$ cat config.mk
export PLATFORM = sky130hd
export DESIGN_NAME = picc_crc_top
export DESIGN_NICKNAME = d
export VERILOG_FILES = /design/src/frame_pkg.sv /design/src/crc_pkg.sv /design/src/crc_a.sv /design/src/crc_control.sv /design/src/fdt_timer.sv /design/src/tx_bit_serializer.sv /design/src/picc_crc_top.sv
export VERILOG_INCLUDE_DIRS = /design/src /design/src/src
export SDC_FILE = /design/constraint.sdc
export NUM_CORES = 1
export LEC_CHECK = 0
export BUFFER_PORTS_ARGS = -buffer_cell sky130_fd_sc_hd__buf_2
export CAP_MARGIN = 25
export CORE_AREA = 2 2 61 106
export CTS_CLUSTER_DIAMETER = 100
export DETAILED_ROUTE_END_ITERATION = 7
export DIE_AREA = 0 0 63 108
export PLACE_DENSITY_LB_ADDON = 0.15
export RECOVER_POWER = 50
export SYNTH_ARGS = -nofsm -noshare
export SYNTH_HDL_FRONTEND = slang
export SYNTH_SLANG_ARGS = --single-unit
$ cat constraint.sdc
create_clock -name clk -period 4.8 [get_ports clk]
set_input_delay 0.72 -clock clk [delete_from_list [all_inputs] [get_ports clk]]
set_output_delay 0.72 -clock clk [all_outputs]
set_load 0.01 [all_outputs]
$ cat src/picc_defines.svh
// ---------------------------------------
// PICC frame check constants
// bit timing, frame delay and CRC_A values
// shared by RTL and the CRC reference model
// ---------------------------------------

`ifndef PICC_DEFINES_SVH
`define PICC_DEFINES_SVH

// carrier clocks per transmitted bit, must be at least four so the
// CRC snapshot taken by the serializer has settled
`define PICC_TX_BIT_PERIOD 8

// carrier clocks from the received eoc to the transmit trigger
`define PICC_FDT_CYCLES 64

// CRC_A start value and reflected generator polynomial
`define PICC_CRC_A_PRESET 16'h6363
`define PICC_CRC_A_POLY   16'h8408

`endif

$ cat src/frame_pkg.sv
// ---------------------------------------
// frame stream types
// receive bits, transmit bits, transmit
// bytes and the serializer FSM states
// ---------------------------------------

package frame_pkg;

    // bit stream from the receive decoder
    // soc and eoc frame the bits, data is only meaningful with data_valid
    typedef struct packed {
        logic soc;
        logic eoc;
        logic data_valid;
        logic data;
    } rx_bits_t;

    // bit stream towards the load modulator
    // data_valid covers the whole frame, req strobes each bit
    typedef struct packed {
        logic data_valid;
        logic req;
        logic data;
    } tx_bits_t;

    // one byte from the transmit byte source, last marks the final data byte
    typedef struct packed {
        logic [7:0] data;
        logic       last;
    } tx_byte_t;

    typedef enum logic [2:0] {
        WAIT_FDT,
        DATA,
        CRC_LO,
        CRC_HI,
        IDLE
    } tx_state_e;

endpackage

$ cat src/crc_pkg.sv
// ---------------------------------------
// CRC_A types
// CRC value and the engine source select
// ---------------------------------------

package crc_pkg;

    // CRC_A is 16 bits wide, bit 0 is the first bit to leave the register
    typedef logic [15:0] crc_t;

    // which bit stream currently feeds the shared engine
    // receive and transmit never overlap, the FDT keeps them apart
    typedef enum logic {
        CRC_RX,
        CRC_TX
    } crc_source_e;

endpackage

$ cat src/crc_a.sv
// ---------------------------------------
// CRC_A engine
// bit-serial CRC over an LSB-first stream
// start loads the preset, sample shifts
// ---------------------------------------

`timescale 1ns/1ps
`include "picc_defines.svh"

module crc_a (
    input  logic          clk,
    input  logic          rst_n,
    input  logic          start,
    input  logic          sample,
    input  logic          data,
    output crc_pkg::crc_t crc
);

    crc_pkg::crc_t crc_next;
    logic          feedback;

    // the register is reflected so bit 0 meets the incoming bit first
    assign feedback = crc[0] ^ data;

    // shift right and fold in the polynomial when the feedback bit is set
    assign crc_next = (crc >> 1) ^ (feedback ? `PICC_CRC_A_POLY : 16'h0000);

    always_ff @(posedge clk or negedge rst_n) begin
        if (!rst_n) begin
            crc <= `PICC_CRC_A_PRESET;
        end else if (start) begin
            // a new frame always begins from the preset
            crc <= `PICC_CRC_A_PRESET;
        end else if (sample) begin
            crc <= crc_next;
        end
    end

    // the controller must not restart the engine while a bit is being taken
    a_no_start_with_sample: assert property (
        @(posedge clk) disable iff (!rst_n)
        !(start && sample)
    );

endmodule

$ cat src/crc_control.sv
// ---------------------------------------
// CRC source control
// steers the receive or transmit bits into
// the shared CRC_A engine and flags a good
// received frame
// ---------------------------------------

`timescale 1ns/1ps

module crc_control (
    input  logic                clk,
    input  logic                rst_n,
    input  frame_pkg::rx_bits_t rx_bits,
    input  frame_pkg::tx_bits_t tx_bits,
    input  logic                tx_append_crc,
    input  logic                fdt_trigger,
    output logic                rx_crc_ok,
    output crc_pkg::crc_t       crc
);

    crc_pkg::crc_source_e crc_source;
    logic                 crc_start;
    logic                 crc_sample;
    logic                 crc_data;

    crc_a u_crc_a (
        .clk    (clk),
        .rst_n  (rst_n),
        .start  (crc_start),
        .sample (crc_sample),
        .data   (crc_data),
        .crc    (crc)
    );

    // running the CRC over a frame plus its own CRC bytes leaves zero
    assign rx_crc_ok = (crc == '0);

    always_ff @(posedge clk or negedge rst_n) begin
        if (!rst_n) begin
            crc_source <= crc_pkg::CRC_RX;
            crc_start  <= 1'b0;
            crc_sample <= 1'b0;
        end else begin
            // start and sample are single cycle strobes
            crc_start  <= 1'b0;
            crc_sample <= 1'b0;

            // a new received frame takes the engine back for receive
            if (rx_bits.soc) begin
                crc_source <= crc_pkg::CRC_RX;
                crc_start  <= 1'b1;
            end

            // the transmit CRC is only needed when it will be appended
            if (fdt_trigger && tx_bits.data_valid && tx_append_crc) begin
                crc_source <= crc_pkg::CRC_TX;
                crc_start  <= 1'b1;
            end

            if (crc_source == crc_pkg::CRC_RX) begin
                crc_sample <= rx_bits.data_valid;
            end else begin
                crc_sample <= tx_bits.req;
            end
        end
    end

    // the data bit lines up with the sample strobe one cycle later
    always_ff @(posedge clk) begin
        if (crc_source == crc_pkg::CRC_RX) begin
            crc_data <= rx_bits.data;
        end else begin
            crc_data <= tx_bits.req ? tx_bits.data : crc_data;
        end
    end

    // bit strobes on both streams are isolated pulses, so neither
    // engine strobe can repeat on the next cycle
    a_start_single: assert property (
        @(posedge clk) disable iff (!rst_n)
        crc_start |=> !crc_start
    );

    a_sample_single: assert property (
        @(posedge clk) disable iff (!rst_n)
        crc_sample |=> !crc_sample
    );

endmodule

$ cat src/fdt_timer.sv
// ---------------------------------------
// frame delay timer
// counts a fixed delay from the received
// eoc and pulses the transmit trigger
// ---------------------------------------

`timescale 1ns/1ps
`include "picc_defines.svh"

module fdt_timer (
    input  logic                clk,
    input  logic                rst_n,
    input  frame_pkg::rx_bits_t rx_bits,
    output logic                fdt_trigger
);

    localparam int CNT_W = $clog2(`PICC_FDT_CYCLES);

    logic [CNT_W-1:0] count;
    logic             counting;

    // eoc loads FDT-1, so the zero count falls exactly FDT cycles after eoc
    assign fdt_trigger = counting && (count == '0);

    always_ff @(posedge clk or negedge rst_n) begin
        if (!rst_n) begin
            count    <= '0;
            counting <= 1'b0;
        end else if (rx_bits.eoc) begin
            count    <= CNT_W'(`PICC_FDT_CYCLES - 1);
            counting <= 1'b1;
        end else if (rx_bits.soc) begin
            // the reader sent another frame, so there is nothing to answer yet
            counting <= 1'b0;
        end else if (counting) begin
            if (count == '0) begin
                counting <= 1'b0;
            end else begin
                count <= count - 1'b1;
            end
        end
    end

endmodule

$ cat src/tx_bit_serializer.sv
// ---------------------------------------
// transmit bit serializer
// waits for the FDT trigger, sends bytes
// LSB first at one bit per bit period and
// optionally appends the CRC_A bytes
// ---------------------------------------

`timescale 1ns/1ps
`include "picc_defines.svh"

module tx_bit_serializer (
    input  logic                clk,
    input  logic                rst_n,
    input  frame_pkg::tx_byte_t tx_byte,
    input  logic                tx_byte_valid,
    input  logic                tx_append_crc,
    input  logic                fdt_trigger,
    input  crc_pkg::crc_t       crc,
    output logic                tx_byte_ready,
    output frame_pkg::tx_bits_t tx_bits
);

    localparam int PERIOD = `PICC_TX_BIT_PERIOD;
    localparam int PCNT_W = $clog2(PERIOD);

    frame_pkg::tx_state_e state;
    logic [7:0]           shift_reg;
    logic [7:0]           crc_hi;
    logic [2:0]           bit_cnt;
    logic [PCNT_W-1:0]    period_cnt;
    logic                 empty;
    logic                 last_byte;
    logic                 sending;
    logic                 take_byte;
    logic                 byte_done;
    logic                 crc_load;

    assign sending = (state == frame_pkg::DATA) || (state == frame_pkg::CRC_LO) ||
                     (state == frame_pkg::CRC_HI);

    // a bit goes out whenever the period counter has run down and
    // the shift register holds something
    assign tx_bits.req  = sending && !empty && (period_cnt == '0);
    assign tx_bits.data = shift_reg[0];

    // before the trigger the frame is announced as soon as a byte is offered
    assign tx_bits.data_valid = (state == frame_pkg::WAIT_FDT) ? tx_byte_valid : sending;

    // the first byte is taken on the trigger, later ones whenever the register empties
    assign tx_byte_ready = ((state == frame_pkg::WAIT_FDT) && fdt_trigger) ||
                           ((state == frame_pkg::DATA) && empty);
    assign take_byte = tx_byte_ready && tx_byte_valid;

    assign byte_done = tx_bits.req && (bit_cnt == 3'd7);

    // one cycle before the first CRC bit the engine has already
    // absorbed the last data bit because the period is at least four
    assign crc_load = (state == frame_pkg::CRC_LO) && empty && (period_cnt == PCNT_W'(1));

    always_ff @(posedge clk or negedge rst_n) begin
        if (!rst_n) begin
            state      <= frame_pkg::WAIT_FDT;
            bit_cnt    <= '0;
            period_cnt <= '0;
            empty      <= 1'b1;
            last_byte  <= 1'b0;
        end else begin
            // the period counter restarts on each bit and parks at zero
            // while waiting for a slow byte source
            if (tx_bits.req) begin
                period_cnt <= PCNT_W'(PERIOD - 1);
                bit_cnt    <= bit_cnt + 1'b1;
            end else if (period_cnt != '0) begin
                period_cnt <= period_cnt - 1'b1;
            end

            if (take_byte) begin
                empty     <= 1'b0;
                last_byte <= tx_byte.last;
            end

            case (state)
                frame_pkg::WAIT_FDT: begin
                    if (take_byte) begin
                        // first bit goes out on the very next cycle
                        state      <= frame_pkg::DATA;
                        period_cnt <= '0;
                        bit_cnt    <= '0;
                    end
                end
                frame_pkg::DATA: begin
                    if (byte_done) begin
                        empty <= 1'b1;
                        if (last_byte) begin
                            state <= tx_append_crc ? frame_pkg::CRC_LO : frame_pkg::IDLE;
                        end
                    end
                end
                frame_pkg::CRC_LO: begin
                    if (crc_load) begin
                        empty <= 1'b0;
                    end else if (byte_done) begin
                        state <= frame_pkg::CRC_HI;
                    end
                end
                frame_pkg::CRC_HI: begin
                    if (byte_done) begin
                        state <= frame_pkg::IDLE;
                        empty <= 1'b1;
                    end
                end
                default: begin
                    // data_valid drops for this cycle to close the frame
                    state <= frame_pkg::WAIT_FDT;
                end
            endcase
        end
    end

    // the high CRC byte waits in crc_hi while the
    // engine keeps absorbing the CRC bits that are sent
    always_ff @(posedge clk) begin
        if (take_byte) begin
            shift_reg <= tx_byte.data;
        end else if (crc_load) begin
            shift_reg <= crc[7:0];
            crc_hi    <= crc[15:8];
        end else if ((state == frame_pkg::CRC_LO) && byte_done) begin
            shift_reg <= crc_hi;
        end else if (tx_bits.req) begin
            shift_reg <= shift_reg >> 1;
        end
    end

    // the frame is already announced on the cycle before any bit leaves
    a_req_in_frame: assert property (
        @(posedge clk) disable iff (!rst_n)
        tx_bits.req |-> tx_bits.data_valid && $past(tx_bits.data_valid)
    );

    // bits never come closer together than one bit period
    a_req_spacing: assert property (
        @(posedge clk) disable iff (!rst_n)
        tx_bits.req |=> (!tx_bits.req) [*PERIOD-1]
    );

endmodule

$ cat src/picc_crc_top.sv
// ---------------------------------------
// PICC frame check top level
// receive CRC check, frame delay timer and
// transmit serializer around one CRC_A
// ---------------------------------------

`timescale 1ns/1ps

module picc_crc_top (
    input  logic                clk,
    input  logic                rst_n,
    input  frame_pkg::rx_bits_t rx_bits,
    input  frame_pkg::tx_byte_t tx_byte,
    input  logic                tx_byte_valid,
    input  logic                tx_append_crc,
    output logic                tx_byte_ready,
    output frame_pkg::tx_bits_t tx_bits,
    output logic                rx_crc_ok
);

    logic          fdt_trigger;
    crc_pkg::crc_t crc;

    // the engine sees the transmit bits that leave the serializer
    crc_control u_crc_control (
        .clk           (clk),
        .rst_n         (rst_n),
        .rx_bits       (rx_bits),
        .tx_bits       (tx_bits),
        .tx_append_crc (tx_append_crc),
        .fdt_trigger   (fdt_trigger),
        .rx_crc_ok     (rx_crc_ok),
        .crc           (crc)
    );

    fdt_timer u_fdt_timer (
        .clk         (clk),
        .rst_n       (rst_n),
        .rx_bits     (rx_bits),
        .fdt_trigger (fdt_trigger)
    );

    tx_bit_serializer u_tx_bit_serializer (
        .clk           (clk),
        .rst_n         (rst_n),
        .tx_byte       (tx_byte),
        .tx_byte_valid (tx_byte_valid),
        .tx_append_crc (tx_append_crc),
        .fdt_trigger   (fdt_trigger),
        .crc           (crc),
        .tx_byte_ready (tx_byte_ready),
        .tx_bits       (tx_bits)
    );

endmodule

==> impl_metrics.prom, run 1 <==
# TYPE chip_impl_metric gauge
chip_impl_metric{name="grtUsageMet3",unit=""} 0.0343
chip_impl_info{name="hold_path_end",value="u_fdt_timer.count[1]"} 1
chip_impl_info{name="most_used_routing_layer_in_global_routing",value="met2"} 1
chip_impl_metric{name="final_antenna_net_count",unit=""} 0
chip_impl_info{name="reg2reg_from",value="u_fdt_timer.count[0]"} 1
chip_impl_metric{name="gp_congestion",unit=""} 0.739
chip_impl_metric{name="dieArea",unit="um2"} 6800
chip_impl_metric{name="period_share",unit=""} 0.627
chip_impl_info{name="worstSetupStartpoint",value="u_tx_bit_serializer.period_cnt[0]"} 1
chip_impl_metric{name="hold_violations",unit=""} 0
chip_impl_info{name="min_delay_startpoint",value="u_fdt_timer.count[1]"} 1
chip_impl_metric{name="cts.path.max_buffers",unit=""} 2
chip_impl_info{name="setup_repair_after_global_routing_missed_its_margin",value="false"} 1
chip_impl_info{name="critPathLaunchType",value="flip-flop"} 1
chip_impl_metric{name="total_design_power",unit="mW"} 1.20
chip_impl_metric{name="timing.max_slew.rel_slack",unit=""} -0.366
chip_impl_metric{name="die_w",unit="um"} 63
chip_impl_metric{name="largest_register_ffs",unit=""} 16
chip_impl_metric{name="overflow",unit=""} 0
chip_impl_metric{name="final_setup_violation_count",unit=""} 0
chip_impl_metric{name="crit_path_max_incr_delay",unit="ns"} 0.72
chip_impl_metric{name="number_of_antenna_violations_at_the_first_check_in_global_routing",unit=""} 0
chip_impl_info{name="hold_path.class",value="flip-flop to flip-flop"} 1
chip_impl_info{name="violations",value="max-capacitance violations, max-slew violations"} 1
chip_impl_metric{name="min_period",unit="ns"} 3.01
chip_impl_metric{name="synth_seq_cells",unit=""} 54
chip_impl_metric{name="worstSkewPairLatency",unit="ns"} 0.32
chip_impl_metric{name="globalRouteMet1Util",unit=""} 0.172
chip_impl_info{name="status",value="finished, violations left"} 1
chip_impl_info{name="slowest_stage",value="or4b_2"} 1
chip_impl_metric{name="timing.fmax",unit="MHz"} 332
chip_impl_metric{name="pin_count_of_the_biggest_net_entering_global_routing",unit=""} 38
chip_impl_metric{name="layout.cell_area.non_filler",unit="um2"} 2900
chip_impl_metric{name="ctsHoldBuffers",unit=""} 0
chip_impl_metric{name="critical_path_peak_fanout",unit=""} 7
chip_impl_metric{name="clk_pin_slew",unit="ns"} 0.09
chip_impl_metric{name="worst_r2r_path_depth",unit=""} 6
chip_impl_metric{name="tritoncts.num_buffers",unit=""} 5
chip_impl_info{name="clock-root-buffer",value="clkbuf_8"} 1
chip_impl_metric{name="peakVddDrop",unit="mV"} 0.251
chip_impl_info{name="timing.rr.end",value="u_tx_bit_serializer.shift_reg[6]"} 1
chip_impl_metric{name="post_cts_resize_count",unit=""} 0
chip_impl_metric{name="yosysWarningCount",unit=""} 0
chip_impl_metric{name="synth.yosys.seq_area_share",unit=""} 0.550
chip_impl_metric{name="worstMarginPinSlew",unit="ns"} 2.05
chip_impl_info{name="crit_chain",value="inv_1 > ha_1 > ha_1 > or4b_2 > inv_1 > buf_2"} 1
chip_impl_metric{name="cellLeakagePower",unit="nW"} 1.24
chip_impl_metric{name="syn_nets",unit=""} 263
chip_impl_metric{name="critical_path_required",unit="ns"} 4.08
chip_impl_info{name="tritoncts",value="yes"} 1
chip_impl_metric{name="drt-vias-per-instance",unit=""} 5.34
chip_impl_metric{name="first_global_vias",unit=""} 1806
chip_impl_metric{name="drt_pre_antenna_iters",unit=""} 4
chip_impl_metric{name="finalMaxSlewViolations",unit=""} 38
chip_impl_metric{name="drt-initial-drc-count",unit=""} 48
chip_impl_metric{name="grt_first_pass_wirelength",unit="um"} 8720
chip_impl_metric{name="final_layout_size_suffix_gt1_frac",unit=""} 0.149
chip_impl_metric{name="met2_usage",unit=""} 0.325
chip_impl_metric{name="cts.repair_timing.setup_buffer_count",unit=""} 0
chip_impl_metric{name="placedInstanceArea",unit="um2"} 2790
chip_impl_metric{name="nNetsFinal",unit=""} 279
chip_impl_metric{name="max_cap_violations",unit=""} 1
chip_impl_metric{name="routed-via-count",unit=""} 1777
chip_impl_metric{name="clock-sinks",unit=""} 54
chip_impl_metric{name="finalWorstSetupSlack",unit="ns"} 1.79
chip_impl_metric{name="place.port_buffers",unit=""} 21
chip_impl_metric{name="r2r_setup_slack",unit="ns"} 2.00
chip_impl_metric{name="timing.critical_path.arrival",unit="ns"} 2.29
chip_impl_metric{name="setup_tns",unit="ns"} 0
chip_impl_metric{name="top_level_ports",unit=""} 22
chip_impl_metric{name="rows",unit=""} 37
chip_impl_metric{name="syn_area_per_cell",unit="um2"} 11.1
chip_impl_metric{name="post-dp-hpwl",unit="um"} 3840
chip_impl_metric{name="post_synth_num_cell_types",unit=""} 42
chip_impl_metric{name="antennaDiodeCount",unit=""} 0
chip_impl_metric{name="track_usage",unit=""} 0.171
chip_impl_metric{name="skew",unit="ns"} 0.00534
chip_impl_metric{name="cts_max_level",unit=""} 2
chip_impl_metric{name="hold-path-cell-count",unit=""} 1
chip_impl_metric{name="design.core.area",unit="um2"} 5880
chip_impl_info{name="crit_type",value="flip-flop to output pin"} 1
chip_impl_metric{name="detailedPlace.worstSlack",unit="ns"} 1.97
chip_impl_metric{name="synth_area",unit="um2"} 2630
chip_impl_metric{name="netlist_instances",unit=""} 238
chip_impl_metric{name="power_per_cell_area",unit="nW/um2"} 414
chip_impl_info{name="crit_path_end_kind",value="output pin"} 1
chip_impl_metric{name="die_h",unit="um"} 108
chip_impl_metric{name="area.growth.synth_to_final",unit="%"} 10.0
chip_impl_metric{name="post_drt_wl_per_cell",unit="um"} 15.8
chip_impl_metric{name="postRouteWirelength",unit="um"} 5270
chip_impl_metric{name="detail_route.drc_violations",unit=""} 0
chip_impl_metric{name="floorplan.initialDensity",unit=""} 0.448
chip_impl_metric{name="finish.utilization",unit=""} 0.493
kinds of logic (layout without fill, tap and decap cells):
family | Yosys count | count (layout) | synth area share
xor+xnor | 9 | 9 | 0.0299
compound gates | 40 | 40 | 0.113
simple gates | 77 | 77 | 0.152
mux | 17 | 17 | 0.0675
buf+inv | 33 | 50 | 0.0494
flops | 54 | 54 | 0.550
fa+ha+maj | 8 | 8 | 0.0380
per-stage QoR:
step           cells  hold WS (ns)
2_1_floorplan    238         0.424
3_3_place_gp     325         0.496
3_5_place_dp     325         0.504
4_1_cts          333         0.525
5_1_grt          333         0.553
6_report         333         0.530
metal layers:
metal | routed length (um) | share of wire
met1 | 1990 | 0.38
met2 | 2980 | 0.57
met3 | 154 | 0.029
met4 | 140 | 0.027
met5 | 0 | 0
how the worst max path moves through the flow:
stage	slack, ns	to	cells after the start
finish	1.79	tx_bits[1]	6
CTS	1.77	tx_bits[1]	6
global route	1.65	tx_bits[1]	6
floorplan	2.26	u_tx_bit_serializer.shift_reg[0]	8
global placement	2.03	u_tx_bit_serializer.shift_reg[6]	6
detailed placement	1.97	u_tx_bit_serializer.shift_reg[6]	6
cells in the mapped netlist:
library cell,instances,area [um2]
dfstp_2,9,236
ha_1,8,100
a211o_1,9,78.8
dfrtp_1,28,701
clkinv_1,1,3.75
buf_4,1,7.51
o41a_1,1,11.3
xnor2_1,5,43.8
edfxtp_1,17,510
or3_1,3,18.8
nor3_1,6,30.0
mux2i_1,14,140
a21oi_1,9,45.0
buf_1,1,3.75
o31a_1,1,8.76
mux2_4,1,15.0
clkbuf_1,9,33.8
nand3_1,3,15.0
or4b_1,1,10.0
xor2_1,4,35.0
nand4b_1,1,8.76
nor4bb_1,1,10.0
o211ai_1,2,15.0
nor2_1,16,60.1
a32oi_1,1,8.76
nor4_1,5,31.3
and3_1,1,6.26
nand2b_1,8,50.1
or4b_2,1,10.0
a211oi_1,1,7.51
buf_2,2,10.0
nor2b_1,12,75.1
o2111ai_1,1,8.76
a31oi_1,1,6.26
and4_1,1,8.76
o31ai_2,1,12.5
o221ai_1,7,61.3
o21ai_0,5,25.0
nand2_1,18,67.6
inv_1,19,71.3
mux2_2,2,22.5
o32ai_1,1,8.76
placed cells by master (no fill, tap or decap), types with 8 or more instances in the layout:
| cell | synthesis | final |
|---|---|---|
| mux2i_1 | 14 | 14 |
| ha_1 | 8 | 8 |
| edfxtp_1 | 17 | 17 |
| nand2b_1 | 8 | 8 |
| nand2_1 | 18 | 18 |
| nor2_1 | 16 | 16 |
| nor2b_1 | 12 | 12 |
| a21oi_1 | 9 | 9 |
| buf_2 | 2 | 20 |
| dfrtp_1 | 28 | 28 |
| a211o_1 | 9 | 9 |
| inv_1 | 19 | 19 |
critical path: cells and delay by family, from the launching register on:
kind                       cells  cell delay [ns]
and+or+nand+nor                1             0.72
adders and majority gates      2             0.40
buffers and inverters          3             0.44
DFF                            1             0.42
power breakdown:
group / total [mW] / internal (mW) / switching [mW]
Clock: 0.305 / 0.156 / 0.149
Combinational: 0.256 / 0.122 / 0.134
Sequential: 0.639 / 0.565 / 0.0735
Total: 1.20 / 0.842 / 0.357
final cells by class:
cell class              instances  area [um2]
repair buffers                 22         111
multi-input cells             151        1060
flip-flops and latches         54        1450
clock inverters                 2        37.5
fillers                       596        2980
inverters                      20        75.1
well taps                      78        97.6
clock buffers                   6        72.6
Note: power is estimated with default switching activity, not from simulation.
==> run 2, diff against run 1 <==
--- a/config.mk
+++ b/config.mk
@@ -6,6 +6,7 @@
 export SDC_FILE = /design/constraint.sdc
 export NUM_CORES = 1
 export LEC_CHECK = 0
+export ABC_AREA = 1
 export BUFFER_PORTS_ARGS = -buffer_cell sky130_fd_sc_hd__buf_2
 export CAP_MARGIN = 25
 export CORE_AREA = 2 2 61 106
==> constraint.sdc (replaced) <==
create_clock -name clk -period 2.8 [get_ports clk]
set_input_delay 0.42 -clock clk [delete_from_list [all_inputs] [get_ports clk]]
set_output_delay 0.42 -clock clk [all_outputs]
set_load 0.01 [all_outputs]
==> impl_metrics.prom, run 2 <==
# TYPE chip_impl_metric gauge
chip_impl_info{name="status",value="finished, violations left"} 1
chip_impl_info{name="violations",value="max-capacitance violations, max-slew violations"} 1
chip_impl_metric{name="synth_top_area_frac",unit=""} 0.266
chip_impl_info{name="worstSetupStartpoint",value="u_tx_bit_serializer.period_cnt[0]"} 1
chip_impl_metric{name="power_per_cell_area",unit="nW/um2"} 479
chip_impl_metric{name="detail_route.drc_violations",unit=""} 0
chip_impl_metric{name="worstSkewPairLatency",unit="ns"} 0.31
chip_impl_metric{name="max_cap_violations",unit=""} 1
chip_impl_metric{name="largest_register_ffs",unit=""} 16
chip_impl_metric{name="drt-vias-per-instance",unit=""} 4.92
chip_impl_metric{name="hold-path-cell-count",unit=""} 2
chip_impl_metric{name="timing.max_slew.rel_slack",unit=""} -0.350
chip_impl_info{name="setup_repair_after_global_routing_missed_its_margin",value="false"} 1
chip_impl_metric{name="timing.critical_path.arrival",unit="ns"} 1.78
chip_impl_info{name="most_common_library_cell_in_the_layout_ignoring_fill_and_taps",value="nand2_1"} 1
chip_impl_metric{name="gp_congestion",unit=""} 0.854
chip_impl_metric{name="ctsHoldBuffers",unit=""} 0
chip_impl_metric{name="place.port_buffers",unit=""} 21
chip_impl_metric{name="overflow",unit=""} 0
chip_impl_metric{name="clk_pin_slew",unit="ns"} 0.09
chip_impl_metric{name="area.growth.synth_to_final",unit="%"} 10.6
chip_impl_metric{name="fillCellCount",unit=""} 589
chip_impl_metric{name="die_w",unit="um"} 63
chip_impl_metric{name="dieArea",unit="um2"} 6800
chip_impl_metric{name="cellLeakagePower",unit="nW"} 1.29
chip_impl_metric{name="pin_count_of_the_biggest_net_entering_global_routing",unit=""} 38
chip_impl_metric{name="grt_first_pass_wirelength",unit="um"} 9250
chip_impl_metric{name="track_usage",unit=""} 0.179
chip_impl_info{name="crit_path_end_kind",value="output pin"} 1
chip_impl_metric{name="postRouteWirelength",unit="um"} 5440
chip_impl_metric{name="timing.fmax",unit="MHz"} 454
chip_impl_metric{name="detailedPlace.worstSlack",unit="ns"} 0.746
chip_impl_metric{name="peakVddDrop",unit="mV"} 0.328
chip_impl_metric{name="floorplan.initialDensity",unit=""} 0.448
chip_impl_metric{name="first_global_vias",unit=""} 1932
chip_impl_metric{name="min_period",unit="ns"} 2.20
chip_impl_info{name="ys_top_cells_by_area",value="dfrtp_1, edfxtp_1, nand2_1, dfstp_2, inv_1"} 1
chip_impl_metric{name="top_level_ports",unit=""} 22
chip_impl_metric{name="clock-sinks",unit=""} 54
chip_impl_metric{name="placedInstanceArea",unit="um2"} 2820
chip_impl_info{name="postSynth.topFlopCell",value="dfrtp_1"} 1
chip_impl_metric{name="drt_pre_antenna_iters",unit=""} 4
chip_impl_info{name="crit_type",value="flip-flop to output pin"} 1
chip_impl_metric{name="synth_area",unit="um2"} 2630
chip_impl_metric{name="worst_r2r_path_depth",unit=""} 7
chip_impl_info{name="clock-root-buffer",value="clkbuf_8"} 1
chip_impl_metric{name="fin_cells",unit=""} 390
chip_impl_metric{name="tritoncts.num_buffers",unit=""} 5
chip_impl_metric{name="final_layout_size_suffix_gt1_frac",unit=""} 0.167
chip_impl_metric{name="critical_path_required",unit="ns"} 2.38
chip_impl_metric{name="netlist_instances",unit=""} 286
chip_impl_info{name="reg2reg_from",value="u_tx_bit_serializer.period_cnt[0]"} 1
chip_impl_metric{name="antennaDiodeCount",unit=""} 0
chip_impl_metric{name="synth.yosys.seq_area_share",unit=""} 0.550
chip_impl_metric{name="finalWorstSetupSlack",unit="ns"} 0.597
chip_impl_metric{name="synth_seq_cells",unit=""} 54
chip_impl_metric{name="async_reset_ff_frac",unit=""} 0.685
chip_impl_metric{name="setup_tns",unit="ns"} 0
chip_impl_metric{name="cts.repair_timing.setup_buffer_count",unit=""} 0
chip_impl_metric{name="period_share",unit=""} 0.787
chip_impl_metric{name="syn_nets",unit=""} 311
chip_impl_metric{name="cts_max_level",unit=""} 2
chip_impl_info{name="critPathLaunchType",value="flip-flop"} 1
chip_impl_metric{name="post-dp-hpwl",unit="um"} 4140
chip_impl_metric{name="number_of_antenna_violations_at_the_first_check_in_global_routing",unit=""} 0
chip_impl_metric{name="die_h",unit="um"} 108
chip_impl_metric{name="layout.cell_area.non_filler",unit="um2"} 2910
chip_impl_info{name="yosys-top-cells-count",value="nand2_1, inv_1, dfrtp_1"} 1
chip_impl_metric{name="nNetsFinal",unit=""} 336
chip_impl_info{name="min_delay_startpoint",value="rx_bits[3]"} 1
chip_impl_metric{name="final_antenna_net_count",unit=""} 0
chip_impl_metric{name="worstMarginPinSlew",unit="ns"} 2.03
chip_impl_metric{name="final_setup_violation_count",unit=""} 0
chip_impl_metric{name="hold_violations",unit=""} 0
chip_impl_metric{name="critical_path_peak_fanout",unit=""} 10
chip_impl_metric{name="post_synth_num_cell_types",unit=""} 36
chip_impl_metric{name="cts.path.max_buffers",unit=""} 2
chip_impl_metric{name="finalMaxSlewViolations",unit=""} 38
chip_impl_info{name="synthDominantAreaCellType",value="dfrtp_1"} 1
chip_impl_metric{name="design.core.area",unit="um2"} 5880
chip_impl_info{name="tritoncts",value="yes"} 1
chip_impl_metric{name="skew",unit="ns"} 0.00448
chip_impl_info{name="hold_path.class",value="input port to flip-flop"} 1
chip_impl_metric{name="syn_area_per_cell",unit="um2"} 9.20
chip_impl_info{name="layout.cells.most_common_list",value="nand2_1, inv_1, dfrtp_1"} 1
chip_impl_metric{name="yosysWarningCount",unit=""} 0
chip_impl_metric{name="total_design_power",unit="mW"} 1.39
chip_impl_metric{name="post_cts_resize_count",unit=""} 0
chip_impl_metric{name="routed-via-count",unit=""} 1918
chip_impl_metric{name="dpl.cell_count",unit=""} 382
chip_impl_metric{name="post_drt_wl_per_cell",unit="um"} 13.9
chip_impl_metric{name="number_of_flops_mapped_to_enable_cells_by_yosys",unit=""} 17
chip_impl_metric{name="rows",unit=""} 37
chip_impl_info{name="synth_most_common_cell",value="nand2_1"} 1
chip_impl_metric{name="drt-initial-drc-count",unit=""} 56
run 2: cell families (layout without fill, tap and decap cells):
logic type | after synthesis | count (layout) | share of synthesized area
flops | 54 | 54 | 0.550
compound gates | 44 | 44 | 0.0979
fa+ha+maj | 8 | 8 | 0.0380
buf+inv | 43 | 69 | 0.0656
simple gates | 132 | 132 | 0.232
xor+xnor | 5 | 5 | 0.0166
run 2: path summary, 6_finish.rpt:
check,to,slack (ns)
max in group asynchronous,u_tx_bit_serializer.bit_cnt[0],0.96
max reg2reg,u_tx_bit_serializer.shift_reg[7],0.73
min reg2reg,u_tx_bit_serializer.crc_hi[2],0.49
min in group asynchronous,u_fdt_timer.count[4],0.67
min,u_crc_control.crc_source,0.30
max,tx_bits[1],0.60
run 2: stage by stage:
step	util	hold slack (ns)
after floorplan	-	0.124
after global placement	0.479	0.464
after detailed placement	0.479	0.471
after CTS	0.495	0.240
after global routing	0.495	0.296
final	0.495	0.303
run 2: area by class of cell:
type	instances	area (um2)	share of cell area
Clock inverter	2	12.5	0.00430
Clock buffer	6	82.6	0.0284
Inverter	39	146	0.0503
Timing Repair Buffer	22	111	0.0383
Multi-Input combinational cell	189	1010	0.348
Sequential cell	54	1450	0.497
Tap cell	78	97.6	0.0335
run 2: per-layer routing:
| metal | GRT usage | part of all wire | vias to the layer above |
|---|---|---|---|
| met5 | 0 | 0 | - |
| met4 | 0.0794 | 0.023 | 0 |
| met3 | 0.0250 | 0.022 | 8 |
| met2 | 0.331 | 0.54 | 27 |
| met1 | 0.201 | 0.41 | 894 |
| li1 | - | - | 989 |
run 2: power by group:
part           total (mW)  internal, mW  switching, mW
Sequential          0.868         0.843         0.0243
Clock               0.450         0.199          0.250
Combinational      0.0768        0.0277         0.0491
Total                1.39          1.07          0.324
run 2: critical path, stage by stage, from the launching register on:
cell and delay [ns]:
dfrtp_1 0.42, inv_1 0.07, ha_1 0.16, ha_1 0.23
nand2_1 0.11, nor2_4 0.27, buf_2 0.22
==> run 3, diff against run 2 <==
==> constraint.sdc (replaced) <==
create_clock -name clk -period 2.2 [get_ports clk]
set_input_delay 0.33 -clock clk [delete_from_list [all_inputs] [get_ports clk]]
set_output_delay 0.33 -clock clk [all_outputs]
set_load 0.01 [all_outputs]
==> impl_metrics.prom, run 3 (same netlist as run 2, synthesis figures left out) <==
# TYPE chip_impl_metric gauge
chip_impl_metric{name="post_drt_wl_per_cell",unit="um"} 14.4
chip_impl_info{name="critPathLaunchType",value="flip-flop"} 1
chip_impl_metric{name="first_global_vias",unit=""} 2116
chip_impl_metric{name="period_share",unit=""} 0.949
chip_impl_info{name="setup_repair_after_global_routing_missed_its_margin",value="false"} 1
chip_impl_metric{name="detail_route.drc_violations",unit=""} 0
chip_impl_metric{name="largest_register_ffs",unit=""} 16
chip_impl_metric{name="routed-via-count",unit=""} 1973
chip_impl_metric{name="drt-initial-drc-count",unit=""} 86
chip_impl_metric{name="clkPwrFrac",unit=""} 0.364
chip_impl_metric{name="design.core.area",unit="um2"} 5880
chip_impl_info{name="slowest_stage",value="dfrtp_1"} 1
chip_impl_metric{name="number_of_antenna_violations_at_the_first_check_in_global_routing",unit=""} 0
chip_impl_metric{name="clock-sinks",unit=""} 54
chip_impl_metric{name="top_level_ports",unit=""} 22
chip_impl_metric{name="power_per_cell_area",unit="nW/um2"} 638
chip_impl_metric{name="grt_first_pass_wirelength",unit="um"} 9780
chip_impl_metric{name="tritoncts.num_buffers",unit=""} 5
chip_impl_info{name="tritoncts",value="yes"} 1
chip_impl_metric{name="nNetsFinal",unit=""} 339
chip_impl_metric{name="finalMaxSlewViolations",unit=""} 38
chip_impl_metric{name="skew",unit="ns"} 0.00507
chip_impl_metric{name="die_h",unit="um"} 108
chip_impl_metric{name="internal_power",unit="mW"} 1.45
chip_impl_info{name="layout.cells.most_common_list",value="nand2_1, inv_1, dfrtp_1"} 1
chip_impl_metric{name="hold_violations",unit=""} 0
chip_impl_metric{name="netSwitchingFraction",unit=""} 0.231
chip_impl_metric{name="comb_power_share",unit=""} 0.053
chip_impl_metric{name="pin_count_of_the_biggest_net_entering_global_routing",unit=""} 38
chip_impl_metric{name="dpl.cell_count",unit=""} 385
chip_impl_metric{name="timing.max_slew.rel_slack",unit=""} -0.329
chip_impl_metric{name="track_usage",unit=""} 0.187
chip_impl_metric{name="worstMarginPinSlew",unit="ns"} 1.99
chip_impl_metric{name="critical_path_peak_fanout",unit=""} 7
chip_impl_metric{name="post-dp-hpwl",unit="um"} 4490
chip_impl_metric{name="worstSetupPathDepth",unit=""} 7
chip_impl_info{name="status",value="finished, violations left"} 1
chip_impl_info{name="violations",value="max-capacitance violations, max-slew violations"} 1
chip_impl_metric{name="cellLeakagePower",unit="nW"} 1.32
chip_impl_metric{name="timing.fmax",unit="MHz"} 479
chip_impl_metric{name="cts_max_level",unit=""} 2
chip_impl_info{name="crit_chain",value="inv_1 > ha_2 > ha_4 > nand2_1 > nor2_4 > buf_4 > buf_2"} 1
chip_impl_metric{name="floorplan.initialDensity",unit=""} 0.448
chip_impl_metric{name="max_cap_violations",unit=""} 1
chip_impl_metric{name="crit_path_max_incr_delay",unit="ns"} 0.42
chip_impl_info{name="crit_type",value="flip-flop to output pin"} 1
chip_impl_info{name="crit_path_end_kind",value="output pin"} 1
chip_impl_metric{name="net-switching-power",unit="mW"} 0.438
chip_impl_metric{name="antennaDiodeCount",unit=""} 0
chip_impl_metric{name="drt_pre_antenna_iters",unit=""} 4
chip_impl_metric{name="min_period",unit="ns"} 2.09
chip_impl_info{name="clock-root-buffer",value="clkbuf_8"} 1
chip_impl_metric{name="pwr-share-seq",unit=""} 0.583
chip_impl_metric{name="worstSkewPairLatency",unit="ns"} 0.31
chip_impl_info{name="worst_path_dominant_cell_family",value="flip-flops"} 1
chip_impl_metric{name="cts.repair_timing.setup_buffer_count",unit=""} 0
chip_impl_metric{name="final_setup_violation_count",unit=""} 0
chip_impl_metric{name="clk_pin_slew",unit="ns"} 0.10
chip_impl_info{name="hold_path.class",value="input port to flip-flop"} 1
chip_impl_metric{name="drt-vias-per-instance",unit=""} 5.02
chip_impl_metric{name="hold-path-cell-count",unit=""} 3
chip_impl_metric{name="dieArea",unit="um2"} 6800
chip_impl_metric{name="overflow",unit=""} 0
chip_impl_info{name="most_common_library_cell_in_the_layout_ignoring_fill_and_taps",value="nand2_1"} 1
chip_impl_metric{name="timing.critical_path.arrival",unit="ns"} 1.76
chip_impl_metric{name="worst_r2r_path_depth",unit=""} 8
chip_impl_metric{name="final_antenna_net_count",unit=""} 0
chip_impl_metric{name="critPathBufInv",unit=""} 3
chip_impl_metric{name="area.growth.synth_to_final",unit="%"} 12.7
chip_impl_metric{name="critical_path_required",unit="ns"} 1.87
chip_impl_metric{name="peakVddDrop",unit="mV"} 0.413
chip_impl_metric{name="fillCellCount",unit=""} 606
chip_impl_metric{name="gp_congestion",unit=""} 0.861
chip_impl_metric{name="fin_cells",unit=""} 393
chip_impl_metric{name="setup_tns",unit="ns"} 0
chip_impl_metric{name="place.port_buffers",unit=""} 21
chip_impl_metric{name="postRouteWirelength",unit="um"} 5670
chip_impl_metric{name="final_layout_size_suffix_gt1_frac",unit=""} 0.178
chip_impl_metric{name="die_w",unit="um"} 63
chip_impl_metric{name="cts.path.max_buffers",unit=""} 2
chip_impl_metric{name="rows",unit=""} 37
[run 3: cell count changes in the layout (fill, tap and decap cells not counted)]
cell,before,now
clkbuf_8,6,5
inv_6,0,1
bufinv_16,0,1
ha_4,0,1
clkinvlp_4,1,0
clkinv_4,0,1
clkbuf_1,1,2
buf_2,20,19
ha_1,8,6
ha_2,0,1
clkinv_2,1,0
buf_4,1,4
[run 3: area by class of cell]
class / count / area [um2] / share of cell area
Tap cell: 78 / 97.6 / 0.0329
Inverter: 39 / 146 / 0.0493
Clock inverter: 3 / 47.5 / 0.0160
Sequential cell: 54 / 1450 / 0.488
Timing Repair Buffer: 25 / 133 / 0.0447
Multi-Input combinational cell: 189 / 1030 / 0.346
Clock buffer: 5 / 68.8 / 0.0232
[run 3: final timing paths]
path | start | slack, ns | endpoint
hold / removal | tx_byte[0] | 0.22 | u_tx_bit_serializer.last_byte
setup reg to reg | u_fdt_timer.count[0] | 0.34 | u_tx_bit_serializer.shift_reg[7]
min in group asynchronous | rst_n | 0.57 | u_tx_bit_serializer.bit_cnt[0]
max in group asynchronous | rst_n | 0.50 | u_fdt_timer.count[0]
setup / recovery | u_tx_bit_serializer.period_cnt[0] | 0.11 | tx_bits[1]
hold reg to reg | u_crc_control.u_crc_a.crc[10] | 0.49 | u_tx_bit_serializer.crc_hi[2]
[run 3: power groups by stage]
stage	clock (mW)	combinational [mW]	sequential, mW
after floorplan	0	0.0594	1.11
after global placement	0	0.101	1.13
after detailed placement	0	0.103	1.13
after CTS	0.696	0.103	1.11
after global routing	0.731	0.117	1.11
final	0.688	0.100	1.10
[run 3: what timing repair did]
action | CTS | global route
pin swaps | 0 | 1
hold buffers | 0 | 0
gates resized for setup | 2 | 1
setup endpoints to repair | 1 | 1
[run 3: stage by stage]
stage	utilization	hold slack (ns)	power, mW	area (um2)	setup WS (ns)
after floorplan	-	0.0344	1.17	2630	0.379
after CTS	0.505	0.142	1.91	2970	0.0378
after global placement	0.483	0.464	1.23	2840	0.220
after detailed placement	0.483	0.467	1.23	2840	0.185
after global routing	0.505	0.237	1.96	2970	0.000869
final	0.505	0.223	1.89	2970	0.113
[run 3: tightest hold or removal path, cell delays in order]
cell,delay (ns)
buf_2,0.07
nand2_1,0.04
nand2_1,0.06
[run 3: routing by layer]
layer	global-route usage	wire [um]
met5	0	0
met1	0.186	1990
met2	0.380	3440
met3	0.0260	138
met4	0.0714	100
